**src/source/decomp_pkg.sv**
```systemverilog
`default_nettype none

package decomp_pkg;

  // width of one ciphertext coefficient
  localparam int unsigned COEFF_W = 64;

  // one lane per digit, so this is also the largest number of levels
  localparam int unsigned NUM_LANES = 4;

  // shift and bit-count fields, wide enough to hold 64 and the largest lane shift of 96
  localparam int unsigned CNT_W = 7;

  // width of the levels field in the setting
  localparam int unsigned LEVELS_W = 3;

  // widest digit that a setting may ask for
  localparam int unsigned MAX_BASE_BITS = 32;

  // shift and mask paths are carried this many cycles before the AND
  localparam int unsigned SHIFT_STAGES = 4;

  // one more register after the AND gives the full input to output delay
  localparam int unsigned DECOMP_LATENCY = SHIFT_STAGES + 1;

  // in-flight counter must reach DECOMP_LATENCY with back-to-back input
  localparam int unsigned FLIGHT_W = $clog2(DECOMP_LATENCY + 1);

  // decomposition setting as loaded by the host
  typedef struct packed {
    logic [CNT_W-1:0]    base_bits;
    logic [LEVELS_W-1:0] levels;
  } decomp_cfg_t;

  // per-lane control word driven by the control block
  typedef struct packed {
    logic [CNT_W-1:0] shift;
    logic [CNT_W-1:0] bit_cnt;
    logic             enable;
  } lane_ctl_t;

  // all digits of one coefficient together with their valid bits
  typedef struct packed {
    logic [NUM_LANES-1:0][COEFF_W-1:0] digits;
    logic [NUM_LANES-1:0]              lane_valid;
  } digit_bundle_t;

  // setting after reset gives four 16-bit digits
  localparam decomp_cfg_t DEFAULT_CFG = '{base_bits: 7'd16, levels: 3'd4};

endpackage

`default_nettype wire

```
**src/source/decomp_ctrl.sv**
```systemverilog
`timescale 1ns/1ps
`default_nettype none

module decomp_ctrl (
  input  wire logic                                            clk,
  input  wire logic                                            arst_n,
  input  wire logic                                            cfg_load,
  input  wire decomp_pkg::decomp_cfg_t                         cfg,
  input  wire logic                                            in_valid,
  input  wire logic                                            out_valid,
  output decomp_pkg::lane_ctl_t [decomp_pkg::NUM_LANES-1:0]    lane_ctl,
  output logic                                                 cfg_busy,
  output logic                                                 cfg_reject
);

  import decomp_pkg::*;

  // number of coefficients between the input and the output
  logic [FLIGHT_W-1:0] in_flight;

  // product of digit width and digit count, must not pass the coefficient width
  logic [CNT_W+LEVELS_W-1:0] cfg_prod;

  // the requested setting is legal on its own
  logic cfg_ok;

  // the request is legal and the pipeline is quiet
  logic cfg_accept;

  // lane words that an accepted setting would produce
  lane_ctl_t [NUM_LANES-1:0] lane_ctl_next;

  // builds the control word of one lane from a setting
  function automatic lane_ctl_t make_lane_ctl(decomp_cfg_t c, int unsigned idx);
    lane_ctl_t lc;
    // digit idx starts idx digit widths above bit 0
    lc.shift   = CNT_W'(idx * c.base_bits);
    lc.bit_cnt = c.base_bits;
    // only the first levels lanes produce digits
    lc.enable  = (idx < c.levels);
    return lc;
  endfunction

  assign cfg_prod = cfg.base_bits * cfg.levels;

  always_comb begin
    cfg_ok = (cfg.base_bits != '0) && (cfg.base_bits <= MAX_BASE_BITS) &&
             (cfg.levels != '0) && (cfg.levels <= NUM_LANES) &&
             (cfg_prod <= COEFF_W);
    // a change with words in flight would mix two settings in one burst,
    // and an input in the load cycle would still see the old lane words
    cfg_accept = cfg_load && cfg_ok && !cfg_busy && !in_valid;
  end

  always_comb begin
    for (int i = 0; i < NUM_LANES; i++) begin
      lane_ctl_next[i] = make_lane_ctl(cfg, i);
    end
  end

  always_ff @(posedge clk or negedge arst_n) begin
    if (!arst_n) begin
      for (int i = 0; i < NUM_LANES; i++) begin
        lane_ctl[i] <= make_lane_ctl(DEFAULT_CFG, i);
      end
      cfg_reject <= 1'b0;
    end else begin
      // new lane words are seen by coefficients from the next cycle on
      if (cfg_accept) begin
        lane_ctl <= lane_ctl_next;
      end
      // every refused load gives one pulse, the old words stay put
      cfg_reject <= cfg_load && !cfg_accept;
    end
  end

  // counts up per input and down per output, both in one cycle leave it alone
  always_ff @(posedge clk or negedge arst_n) begin
    if (!arst_n) begin
      in_flight <= '0;
    end else begin
      case ({in_valid, out_valid})
        2'b10:   in_flight <= in_flight + 1'b1;
        2'b01:   in_flight <= in_flight - 1'b1;
        default: in_flight <= in_flight;
      endcase
    end
  end

  // high from the cycle after an input until the cycle after its output
  assign cfg_busy = (in_flight != '0);

endmodule

`default_nettype wire

```
**src/source/decomp_unit.sv**
```systemverilog
`timescale 1ns/1ps
`default_nettype none

module decomp_unit (
  input  wire logic                           clk,
  input  wire logic                           arst_n,
  input  wire logic                           cfg_load,
  input  wire decomp_pkg::decomp_cfg_t        cfg,
  input  wire logic                           in_valid,
  input  wire logic                           in_last,
  input  wire logic [decomp_pkg::COEFF_W-1:0] coeff,
  output logic                                out_valid,
  output logic                                out_last,
  output decomp_pkg::digit_bundle_t           out,
  output logic                                cfg_busy,
  output logic                                cfg_reject
);

  import decomp_pkg::*;

  // control words from the control block, one per lane
  lane_ctl_t [NUM_LANES-1:0] lane_ctl;

  // lane outputs gathered before they form the bundle
  logic [NUM_LANES-1:0][COEFF_W-1:0] lane_digit;
  logic [NUM_LANES-1:0]              lane_valid;

  // last strobe only counts together with a valid coefficient
  logic last_in;

  decomp_ctrl u_ctrl (
    .clk       (clk),
    .arst_n    (arst_n),
    .cfg_load  (cfg_load),
    .cfg       (cfg),
    .in_valid  (in_valid),
    .out_valid (out_valid),
    .lane_ctl  (lane_ctl),
    .cfg_busy  (cfg_busy),
    .cfg_reject(cfg_reject)
  );

  // every lane sees the same coefficient and picks its own digit
  for (genvar g = 0; g < NUM_LANES; g++) begin : g_lane
    elem_decomp u_lane (
      .clk        (clk),
      .arst_n     (arst_n),
      .in_valid   (in_valid),
      .coeff      (coeff),
      .ctl        (lane_ctl[g]),
      .digit      (lane_digit[g]),
      .digit_valid(lane_valid[g])
    );
  end

  assign last_in = in_last & in_valid;

  // last strobe takes the same path length as the digits
  delay_line #(
    .WIDTH (1),
    .CYCLES(DECOMP_LATENCY)
  ) u_last_dly (
    .clk   (clk),
    .arst_n(arst_n),
    .d     (last_in),
    .q     (out_last)
  );

  always_comb begin
    out.digits     = lane_digit;
    out.lane_valid = lane_valid;
  end

  // levels is never below one, so lane 0 is always enabled and
  // its valid marks every output bundle
  assign out_valid = lane_valid[0];

endmodule

`default_nettype wire

```
**src/source/delay_line.sv**
```systemverilog
`timescale 1ns/1ps
`default_nettype none

module delay_line #(
  parameter int unsigned WIDTH  = 1,
  parameter int unsigned CYCLES = 1
) (
  input  wire logic             clk,
  input  wire logic             arst_n,
  input  wire logic [WIDTH-1:0] d,
  output logic      [WIDTH-1:0] q
);

  // stage 0 takes the input, the last stage drives the output
  logic [CYCLES-1:0][WIDTH-1:0] stage;

  always_ff @(posedge clk or negedge arst_n) begin
    if (!arst_n) begin
      // every stage is cleared so that strobes passing through start low
      stage <= '0;
    end else begin
      stage[0] <= d;
      // each later stage copies its neighbour, one cycle per stage
      for (int i = 1; i < CYCLES; i++) begin
        stage[i] <= stage[i-1];
      end
    end
  end

  // word that entered CYCLES edges ago
  assign q = stage[CYCLES-1];

endmodule

`default_nettype wire

```
**src/source/elem_decomp.sv**
```systemverilog
`timescale 1ns/1ps
`default_nettype none

module elem_decomp (
  input  wire logic                         clk,
  input  wire logic                         arst_n,
  input  wire logic                         in_valid,
  input  wire logic [decomp_pkg::COEFF_W-1:0] coeff,
  input  wire decomp_pkg::lane_ctl_t        ctl,
  output logic      [decomp_pkg::COEFF_W-1:0] digit,
  output logic                              digit_valid
);

  import decomp_pkg::*;

  // first cycle results, before they enter the delay lines
  logic [COEFF_W-1:0] shift_in;
  logic [COEFF_W-1:0] mask_in;
  logic               valid_in;

  // the same words SHIFT_STAGES cycles later
  logic [COEFF_W-1:0] shift_out;
  logic [COEFF_W-1:0] mask_out;
  logic               valid_out;

  // masked digit and its valid, packed together for the last register
  logic [COEFF_W:0] result_in;
  logic [COEFF_W:0] result_out;

  always_comb begin
    // coefficient moved down so that this lane's digit sits at bit 0
    shift_in = coeff >> ctl.shift;
    // all ones in the low bit_cnt bits, a count of zero gives an empty mask
    // a disabled lane gets an empty mask so its digit reads as zero
    if (ctl.enable) begin
      mask_in = {COEFF_W{1'b1}} >> (COEFF_W - ctl.bit_cnt);
    end else begin
      mask_in = '0;
    end
    // enable is sampled together with the coefficient, so a later
    // change of the setting cannot touch words already in the lane
    valid_in = in_valid & ctl.enable;
  end

  delay_line #(
    .WIDTH (COEFF_W),
    .CYCLES(SHIFT_STAGES)
  ) u_shift_dly (
    .clk   (clk),
    .arst_n(arst_n),
    .d     (shift_in),
    .q     (shift_out)
  );

  delay_line #(
    .WIDTH (1),
    .CYCLES(SHIFT_STAGES)
  ) u_valid_dly (
    .clk   (clk),
    .arst_n(arst_n),
    .d     (valid_in),
    .q     (valid_out)
  );

  // mask runs beside the shifted word so the two meet in the same cycle
  delay_line #(
    .WIDTH (COEFF_W),
    .CYCLES(SHIFT_STAGES)
  ) u_mask_dly (
    .clk   (clk),
    .arst_n(arst_n),
    .d     (mask_in),
    .q     (mask_out)
  );

  // the AND is the second operation and gets its own register
  assign result_in = {valid_out, shift_out & mask_out};

  delay_line #(
    .WIDTH (COEFF_W + 1),
    .CYCLES(1)
  ) u_result_dly (
    .clk   (clk),
    .arst_n(arst_n),
    .d     (result_in),
    .q     (result_out)
  );

  // valid rides in the top bit, the digit in the rest
  assign digit_valid = result_out[COEFF_W];
  assign digit       = result_out[COEFF_W-1:0];

endmodule

`default_nettype wire

```
**config.mk**
```make
export PLATFORM = sky130hd
export DESIGN_NAME = decomp_unit
export DESIGN_NICKNAME = d
export VERILOG_FILES = /design/src/source/decomp_pkg.sv /design/src/source/decomp_ctrl.sv /design/src/source/decomp_unit.sv /design/src/source/delay_line.sv /design/src/source/elem_decomp.sv
export SDC_FILE = /design/constraint.sdc
export NUM_CORES = 2
export LEC_CHECK = 0
export BUFFER_PORTS_ARGS = -buffer_cell sky130_fd_sc_hd__clkbuf_2
export CORE_ASPECT_RATIO = 1.2
export CORE_MARGIN = 3
export CORE_UTILIZATION = 60
export CTS_BUF_LIST = sky130_fd_sc_hd__clkbuf_8
export CTS_CLUSTER_DIAMETER = 30
export DETAILED_ROUTE_END_ITERATION = 8
export MAX_ROUTING_LAYER = met4
export PLACE_DENSITY_LB_ADDON = 0.1
export SYNTH_ARGS = -nofsm -noshare
export SYNTH_HDL_FRONTEND = slang
export SYNTH_SLANG_ARGS = --single-unit
```
**constraint.sdc**
```tcl
create_clock -name clk -period 9.6 [get_ports clk]
set_input_delay 0.96 -clock clk [delete_from_list [all_inputs] [get_ports clk]]
set_output_delay 0.96 -clock clk [all_outputs]
set_load 0.02 [all_outputs]
```
After elaboration in Yosys (flattened, before gate mapping)
Cells that the tools add are included.

operators by class
  add/sub/neg operators = 3
  $mul = 2
  $lt $le $gt $ge = 7
  eq/ne operators = 2
  shift operators = 4
  mux-type cells = 5
  bitwise logic cells = 9
  reductions and logical operators = 15

operators with widths
  cell                                                                    count
  64-bit bitwise AND                                                      4
  64-bit two-way mux                                                      4
  64-bit by 7-bit >> shifter with 64-bit output                           3
  64-bit by 32-bit >> shifter with 64-bit output, first input constant    1
  10-bit by 7-bit <= comparator with 1-bit output, second input constant  1
  7-bit by 3-bit multiplier with 10-bit output                            1
  1-bit logical AND                                                       8
  7-bit by 7-bit subtractor with 8-bit output, first input constant       1
  7-bit by 6-bit <= comparator with 1-bit output, second input constant   1
  2-bit by 7-bit multiplier with 7-bit output, first input constant       1
  7-bit nonzero test                                                      1
  1-bit by 3-bit < comparator with 1-bit output, first input constant     2
  2-bit by 3-bit < comparator with 1-bit output, first input constant     2
  3-bit case mux with 2 select lines                                      1
  3-bit nonzero test                                                      2
  1-bit bitwise AND                                                       5
  3-bit by 1-bit adder with 3-bit output, second input constant           1
  3-bit <= comparator, second input constant                              1
  1-bit zero test                                                         3
  3-bit by 1-bit subtractor with 3-bit output, second input constant      1
  2-bit by 1-bit equality test with 1-bit output, second input constant   1
  2-bit equality test, second input constant                              1
  2-bit nonzero test                                                      1

word-level totals
  flip-flop bits (word level) = 2357
  input port bits = 79
  output and inout bits = 264
  logic and storage cells = 113

Longest topological paths before layout
  depth after elaboration = 10
  gate-level depth with buffers = 15
  gate-level depth less buffers = 11

By module
Synthesis repeated with hierarchy kept, for this count alone.

unflattened totals
  cells, all modules = 6249
  area total of the unflattened synthesis = 89281.9 um^2

by module, submodules not included
  module                                           times used  cells each  area an instance (um^2)  sequential area each (um^2)
  delay_line at g_lane[0].u_lane.u_mask_dly ...    8           320         6886.6                   6406.1
  elem_decomp                                      4           799         6276.0                   0.0
  delay_line at g_lane[0].u_lane.u_result_dly ...  4           65          1626.6                   1626.6
  decomp_ctrl                                      1           210         2039.5                   534.3
  delay_line at g_lane[0].u_lane.u_valid_dly ...   4           4           100.1                    100.1
  delay_line at u_last_dly                         1           5           125.1                    125.1
  decomp_unit                                      1           2           13.8                     0.0

Worst setup path after synthesis
OpenSTA, ideal clock, no wires.

  kind = input to register
  from = input cfg[0] in the netlist's numbering
  to = register u_ctrl.cfg_reject
  setup time = 119 ps
  arrival = 3822 ps
  data required time = 9481 ps
  setup slack = 5660 ps
  stages on the path = 13
  buffers on the path = 2
  path through = clkbuf_1 nand2_1 fa_1 inv_1 ha_1 fa_1 xnor2_1 o2bb2ai_1 nand2_1 a221oi_1 o211ai_2 buf_2 and2_1

between the ends
  longest elaborated chain between the ends = 9
  elaborated cells between the ends (all ways) = 12

ends and longest elaborated chain
  what                                                                                  line               text
  from (decl)                                                                           decomp_unit.sv:8   input wire decomp_pkg::decomp_cfg_t cfg,
  branches (longest 3 deep; another with 7-bit by 3-bit multiplier with 10-bit output)  --
  1-bit logical AND *                                                                   decomp_ctrl.sv:48  (cfg.levels != '0) && (cfg.levels <= NUM_LANES) &&
  1-bit logical AND * (3 in a row)                                                      decomp_ctrl.sv:52  cfg_accept = cfg_load && cfg_ok && !cfg_busy && !in_valid;
  1-bit zero test *                                                                     decomp_ctrl.sv:73  cfg_reject <= cfg_load && !cfg_accept;
  1-bit logical AND *                                                                   decomp_ctrl.sv:73
  to (signal assigned)                                                                  decomp_ctrl.sv:73
  to (decl)                                                                             decomp_ctrl.sv:13  output logic cfg_reject

Mark *: on every way between the ends.
A chain may end at the register's enable or synchronous reset.

==> impl_metrics.py <==
metrics = {
    "routing": {
        "viasPerCell": 5.80,
        "totalWireLength_mm": 226,
        "remaining_drc_errors": 0,
        "detail_route.iter0.violations": 4457,
        "final_antenna_net_count": 0,
        "detailroute.via_count": 42000,
        "first_pass_iters": 6,
        "routed_wire_length_per_instance_um": 31.2,
    },
    "worst_setup_path": {
        "reg2reg_slack_ns": 4.46,
        "worst-endpoint-arrival_ns": 6.12,
        "worst-path-max-fanout": 48,
        "setup.worst_path.end_class": "flip-flop",
        "critical_path.startpoint_type": "flip-flop",
        "worstPathCellList": "inv_4 > ha_1 > xnor2_2 > nor2_1 > o21ai_1 > a21oi_1 > and2_1",
        "r2r_cells": 7,
        "critical_path.reg2reg.endpoint": "g_lane[1].u_lane.u_mask_dly.stage[22]",
        "standard_cell_with_the_maximum_stage_delay_on_the_critical_path": "sky130_fd_sc_hd__a21oi_1",
        "cpPeakStageDelay_ns": 1.32,
        "worst_r2r_startpoint": "u_ctrl.lane_ctl[53]",
        "setup_crit_path_kind": "flip-flop to flip-flop",
        "worst_ep_required_time_ns": 10.58,
    },
    "final_layout": {
        "n_fill_cell": 7997,
        "areaGrowthSynthToFinish_pct": 14.5,
        "multi_input_gate_area_in_the_final_layout_um2": 15900,
        "regArea_um2": 58800,
        "fin_nets": 5390,
        "layout_cells_sized_above_1_pct": 23.4,
        "fin_area_um2": 87300,
    },
    "timing": {
        "period_minus_slack_ns": 5.14,
        "hold_violations": 0,
        "max_clock_freq_mhz": 194,
        "tightestPinTransition_ns": 1.50,
        "worst_slew_margin_rel_pct": -0.801,
        "setup_skew_after_layout_ns": 0.0861,
        "post-route-period-util_pct": 53.6,
        "totalNegativeSetupSlack_ns": 0,
        "finalSetupViolations": 0,
        "setup_repair_after_global_routing_missed_its_margin": "no",
        "report.final.slew_viol_count": 6,
    },
    "logic_synthesis": {
        "synth_cell_type_count": 91,
        "synth_edf_count": 0,
        "synthesized_cell_area_um2": 76300,
        "syn_avg_cell_area_um2": 16.0,
        "postSynth.topFlopCell": "sky130_fd_sc_hd__dfrtp_1",
        "postSynthRegisterBits": 2350,
        "postSynthNetCount": 4875,
        "syn-instance-count": 4767,
        "synth.top_cell.area_share_pct": 76.9,
        "synth_async_sr_flop_share_pct": 100,
        "synthesis.yosys.warnings": 0,
        "dominant_cell_type_by_area_after_synthesis": "sky130_fd_sc_hd__dfrtp_1",
        "seq_area_frac_synth_pct": 77.1,
        "netlist_top_cells_area": "sky130_fd_sc_hd__dfrtp_1 (77%), sky130_fd_sc_hd__mux4_2 (4.9%), sky130_fd_sc_hd__and2_1 (3.3%), sky130_fd_sc_hd__mux2i_1 (2.2%), sky130_fd_sc_hd__mux2_2 (1.5%)",
    },
    "floorplan": {
        "row_count": 142,
        "die_height_um": 397,
        "core_area_um2": 125000,
        "floorplan.die.width_um": 331,
        "design.portCount": 343,
        "dieArea_um2": 131000,
        "initial_utilization_pct": 60.8,
    },
    "hold_path": {
        "holdCritStartpoint": "in_last",
        "holdCritPathClass": "input pin to flip-flop",
        "worstHoldPathCells": 2,
        "worst_hold_path.endpoint": "u_last_dly.stage[0]",
    },
    "grt": {
        "gr-total-overflow": 0,
        "grt.total_usage_pct": 36.6,
        "antenna_violations_before_repair": 53,
        "maximum_number_of_pins_on_one_net_before_global_route_repair": 199,
        "grt_pass1_wl_mm": 327,
        "grt_pass1_vias": 45400,
    },
    "clocking": {
        "cts_made_buffers": 371,
        "clock_sinks": 2350,
        "cts_setup_buffers": 0,
        "clock-root-buffer": "sky130_fd_sc_hd__clkbuf_8",
        "cts_tree": "yes",
        "clkTransAtPathRegs_ns": 0.07,
        "cts_resized": 0,
        "clock_insertion_delay_worst_skew_ns": 1.05,
        "max_root_sink_buffers": 4,
        "htree_levels": 5,
    },
    "status": {
        "failed_checks": "max-capacitance violations, max-slew violations",
        "run_status": "finished with violations",
    },
    "placement": {
        "placement.io_buffers": 342,
        "routability_driven_placement_congestion_ratio": 1.00,
        "hpwlAfterDp_mm": 151,
        "placedInstanceArea_um2": 79400,
    },
    "power_and_ir_drop": {
        "total_power_uw": 21300,
        "maximum_ir_drop_on_the_vdd_rail_mv": 0.218,
        "power.density_nw_per_um2": 244,
        "cellLeakagePower_uw": 0.0445,
    },
    "run": {
        "cap_viol_max_count": 2,
    },
}
## cells in the final DEF, fill, tap and decap left out, types with 99 or more instances in the layout
cell type	count
sky130_fd_sc_hd__clkbuf_2	341
sky130_fd_sc_hd__inv_1	125
sky130_fd_sc_hd__mux2i_1	168
sky130_fd_sc_hd__and2_1	406
sky130_fd_sc_hd__a21oi_1	99
sky130_fd_sc_hd__clkbuf_8	455
sky130_fd_sc_hd__mux4_2	165
sky130_fd_sc_hd__nor2_1	291
sky130_fd_sc_hd__dfrtp_1	2335
sky130_fd_sc_hd__nand2_1	282
sky130_fd_sc_hd__mux2_2	100
## worst max-delay path: cells and delay by family (launching register included)
kind	cells	cell delay [ns]
fa+ha+maj	1	0.49
simple gates	2	1.09
xor+xnor	1	0.25
flops	1	0.60
buf+inv	1	0.56
compound gates	2	2.08
## per-stage QoR
step                      instances  util (%)  hold slack, ns  setup slack [ns]
after floorplan                4767         -           0.331              5.66
after global placement         6559      63.3           0.331              3.57
after global routing           7236      69.6           0.107              4.60
after detailed placement       6564      63.3           0.335              4.79
after CTS                      7208      69.5          0.0771              4.72
final                          7251      69.6           0.142              4.46
## cells in the mapped netlist, types with 10 or more instances
library cell and instances:
sky130_fd_sc_hd__mux2i_1 168, sky130_fd_sc_hd__o21ai_0 83, sky130_fd_sc_hd__inv_1 40, sky130_fd_sc_hd__and3_1 12, sky130_fd_sc_hd__o21a_1 12, sky130_fd_sc_hd__buf_4 32
sky130_fd_sc_hd__nand2b_1 10, sky130_fd_sc_hd__a21oi_1 99, sky130_fd_sc_hd__ha_1 21, sky130_fd_sc_hd__and2_1 406, sky130_fd_sc_hd__or3_1 10, sky130_fd_sc_hd__mux4_2 165
sky130_fd_sc_hd__nor2_1 291, sky130_fd_sc_hd__dfrtp_1 2343, sky130_fd_sc_hd__clkbuf_1 135, sky130_fd_sc_hd__o221ai_1 30, sky130_fd_sc_hd__a31oi_1 15, sky130_fd_sc_hd__o21ai_1 28
sky130_fd_sc_hd__o22a_1 25, sky130_fd_sc_hd__buf_1 13, sky130_fd_sc_hd__nor3_1 97, sky130_fd_sc_hd__a211oi_1 33, sky130_fd_sc_hd__nand3_1 28, sky130_fd_sc_hd__o211ai_1 16
sky130_fd_sc_hd__nand2_1 282, sky130_fd_sc_hd__buf_2 86, sky130_fd_sc_hd__o22ai_1 11, sky130_fd_sc_hd__mux2_2 100
## state kept, by name, indices dropped and copies added, names as in the netlist, 12 cells and up
name,flops
g_lane.u_lane.u_shift_dly.q,256
g_lane.u_lane.u_mask_dly.stage,768
g_lane.u_lane.u_mask_dly.q,256
g_lane.u_lane.u_valid_dly.stage,12
u_ctrl.lane_ctl,17
g_lane.u_lane.u_result_dly.q,260
g_lane.u_lane.u_shift_dly.stage,768
## worst max-delay path by stage
| stage | from | end | slack [ns] | depth (start not counted) |
|---|---|---|---|---|
| 2_1_floorplan | cfg[0] | u_ctrl.cfg_reject | 5.66 | 13 |
| 3_3_place_gp | u_ctrl.lane_ctl[53] | g_lane[1].u_lane.u_mask_dly.stage[7] | 3.57 | 8 |
| 3_5_place_dp | u_ctrl.lane_ctl[5] | g_lane[2].u_lane.u_mask_dly.stage[15] | 4.79 | 7 |
| 4_1_cts | u_ctrl.lane_ctl[53] | g_lane[3].u_lane.u_mask_dly.stage[22] | 4.72 | 8 |
| 5_1_grt | u_ctrl.lane_ctl[53] | g_lane[3].u_lane.u_mask_dly.stage[22] | 4.60 | 7 |
| 6_report | u_ctrl.lane_ctl[53] | g_lane[1].u_lane.u_mask_dly.stage[22] | 4.46 | 7 |
## area by class of cell
type / count / share of cell area, %
Timing Repair Buffer: 418 / 2.80
Multi-Input combinational cell: 2092 / 18.2
Clock buffer: 455 / 7.17
Sequential cell: 2350 / 67.4
Clock inverter: 188 / 1.68
Inverter: 49 / 0.214
Tap cell: 1656 / 2.37
Antenna cell: 43 / 0.123
## routing by layer
metal,GRT usage [%],vias up,share of wire (%)
met4,19.0,0,5.5
met2,56.5,2113,49
met3,9.07,552,7.8
met5,-,-,0
met1,45.5,22300,37
li1,-,17100,-
## report_power, final
group | switching [uW] | internal [uW] | total (uW) | leakage (uW)
sequential | 242 | 10400 | 10700 | 0.0318
clock | 3800 | 4840 | 8640 | 0.00427
combinational | 1400 | 610 | 2010 | 0.00840
total | 5450 | 15900 | 21300 | 0.0445
## cell families (layout without fill, tap and decap cells)
| kind of cell | count (synthesis) | count (layout) | synth area share (%) |
|---|---|---|---|
| AOI/OAI and AO/OA | 432 | 432 | 3.81 |
| xor gates and xnor gates | 17 | 17 | 0.215 |
| adders and majority gates | 29 | 29 | 0.555 |
| buffers and inverters | 325 | 1110 | 2.03 |
| DFF | 2350 | 2350 | 77.1 |
| muxes | 437 | 437 | 8.62 |
| other | 0 | 43 | 0 |
| and+or+nand+nor | 1177 | 1177 | 7.64 |
## what timing repair did
action,in CTS,in global routing
endpoints found under the hold margin,110,0
hold buffers,1,0
setup endpoints to repair,0,0
No activity file was read; power rests on OpenSTA's default activity.
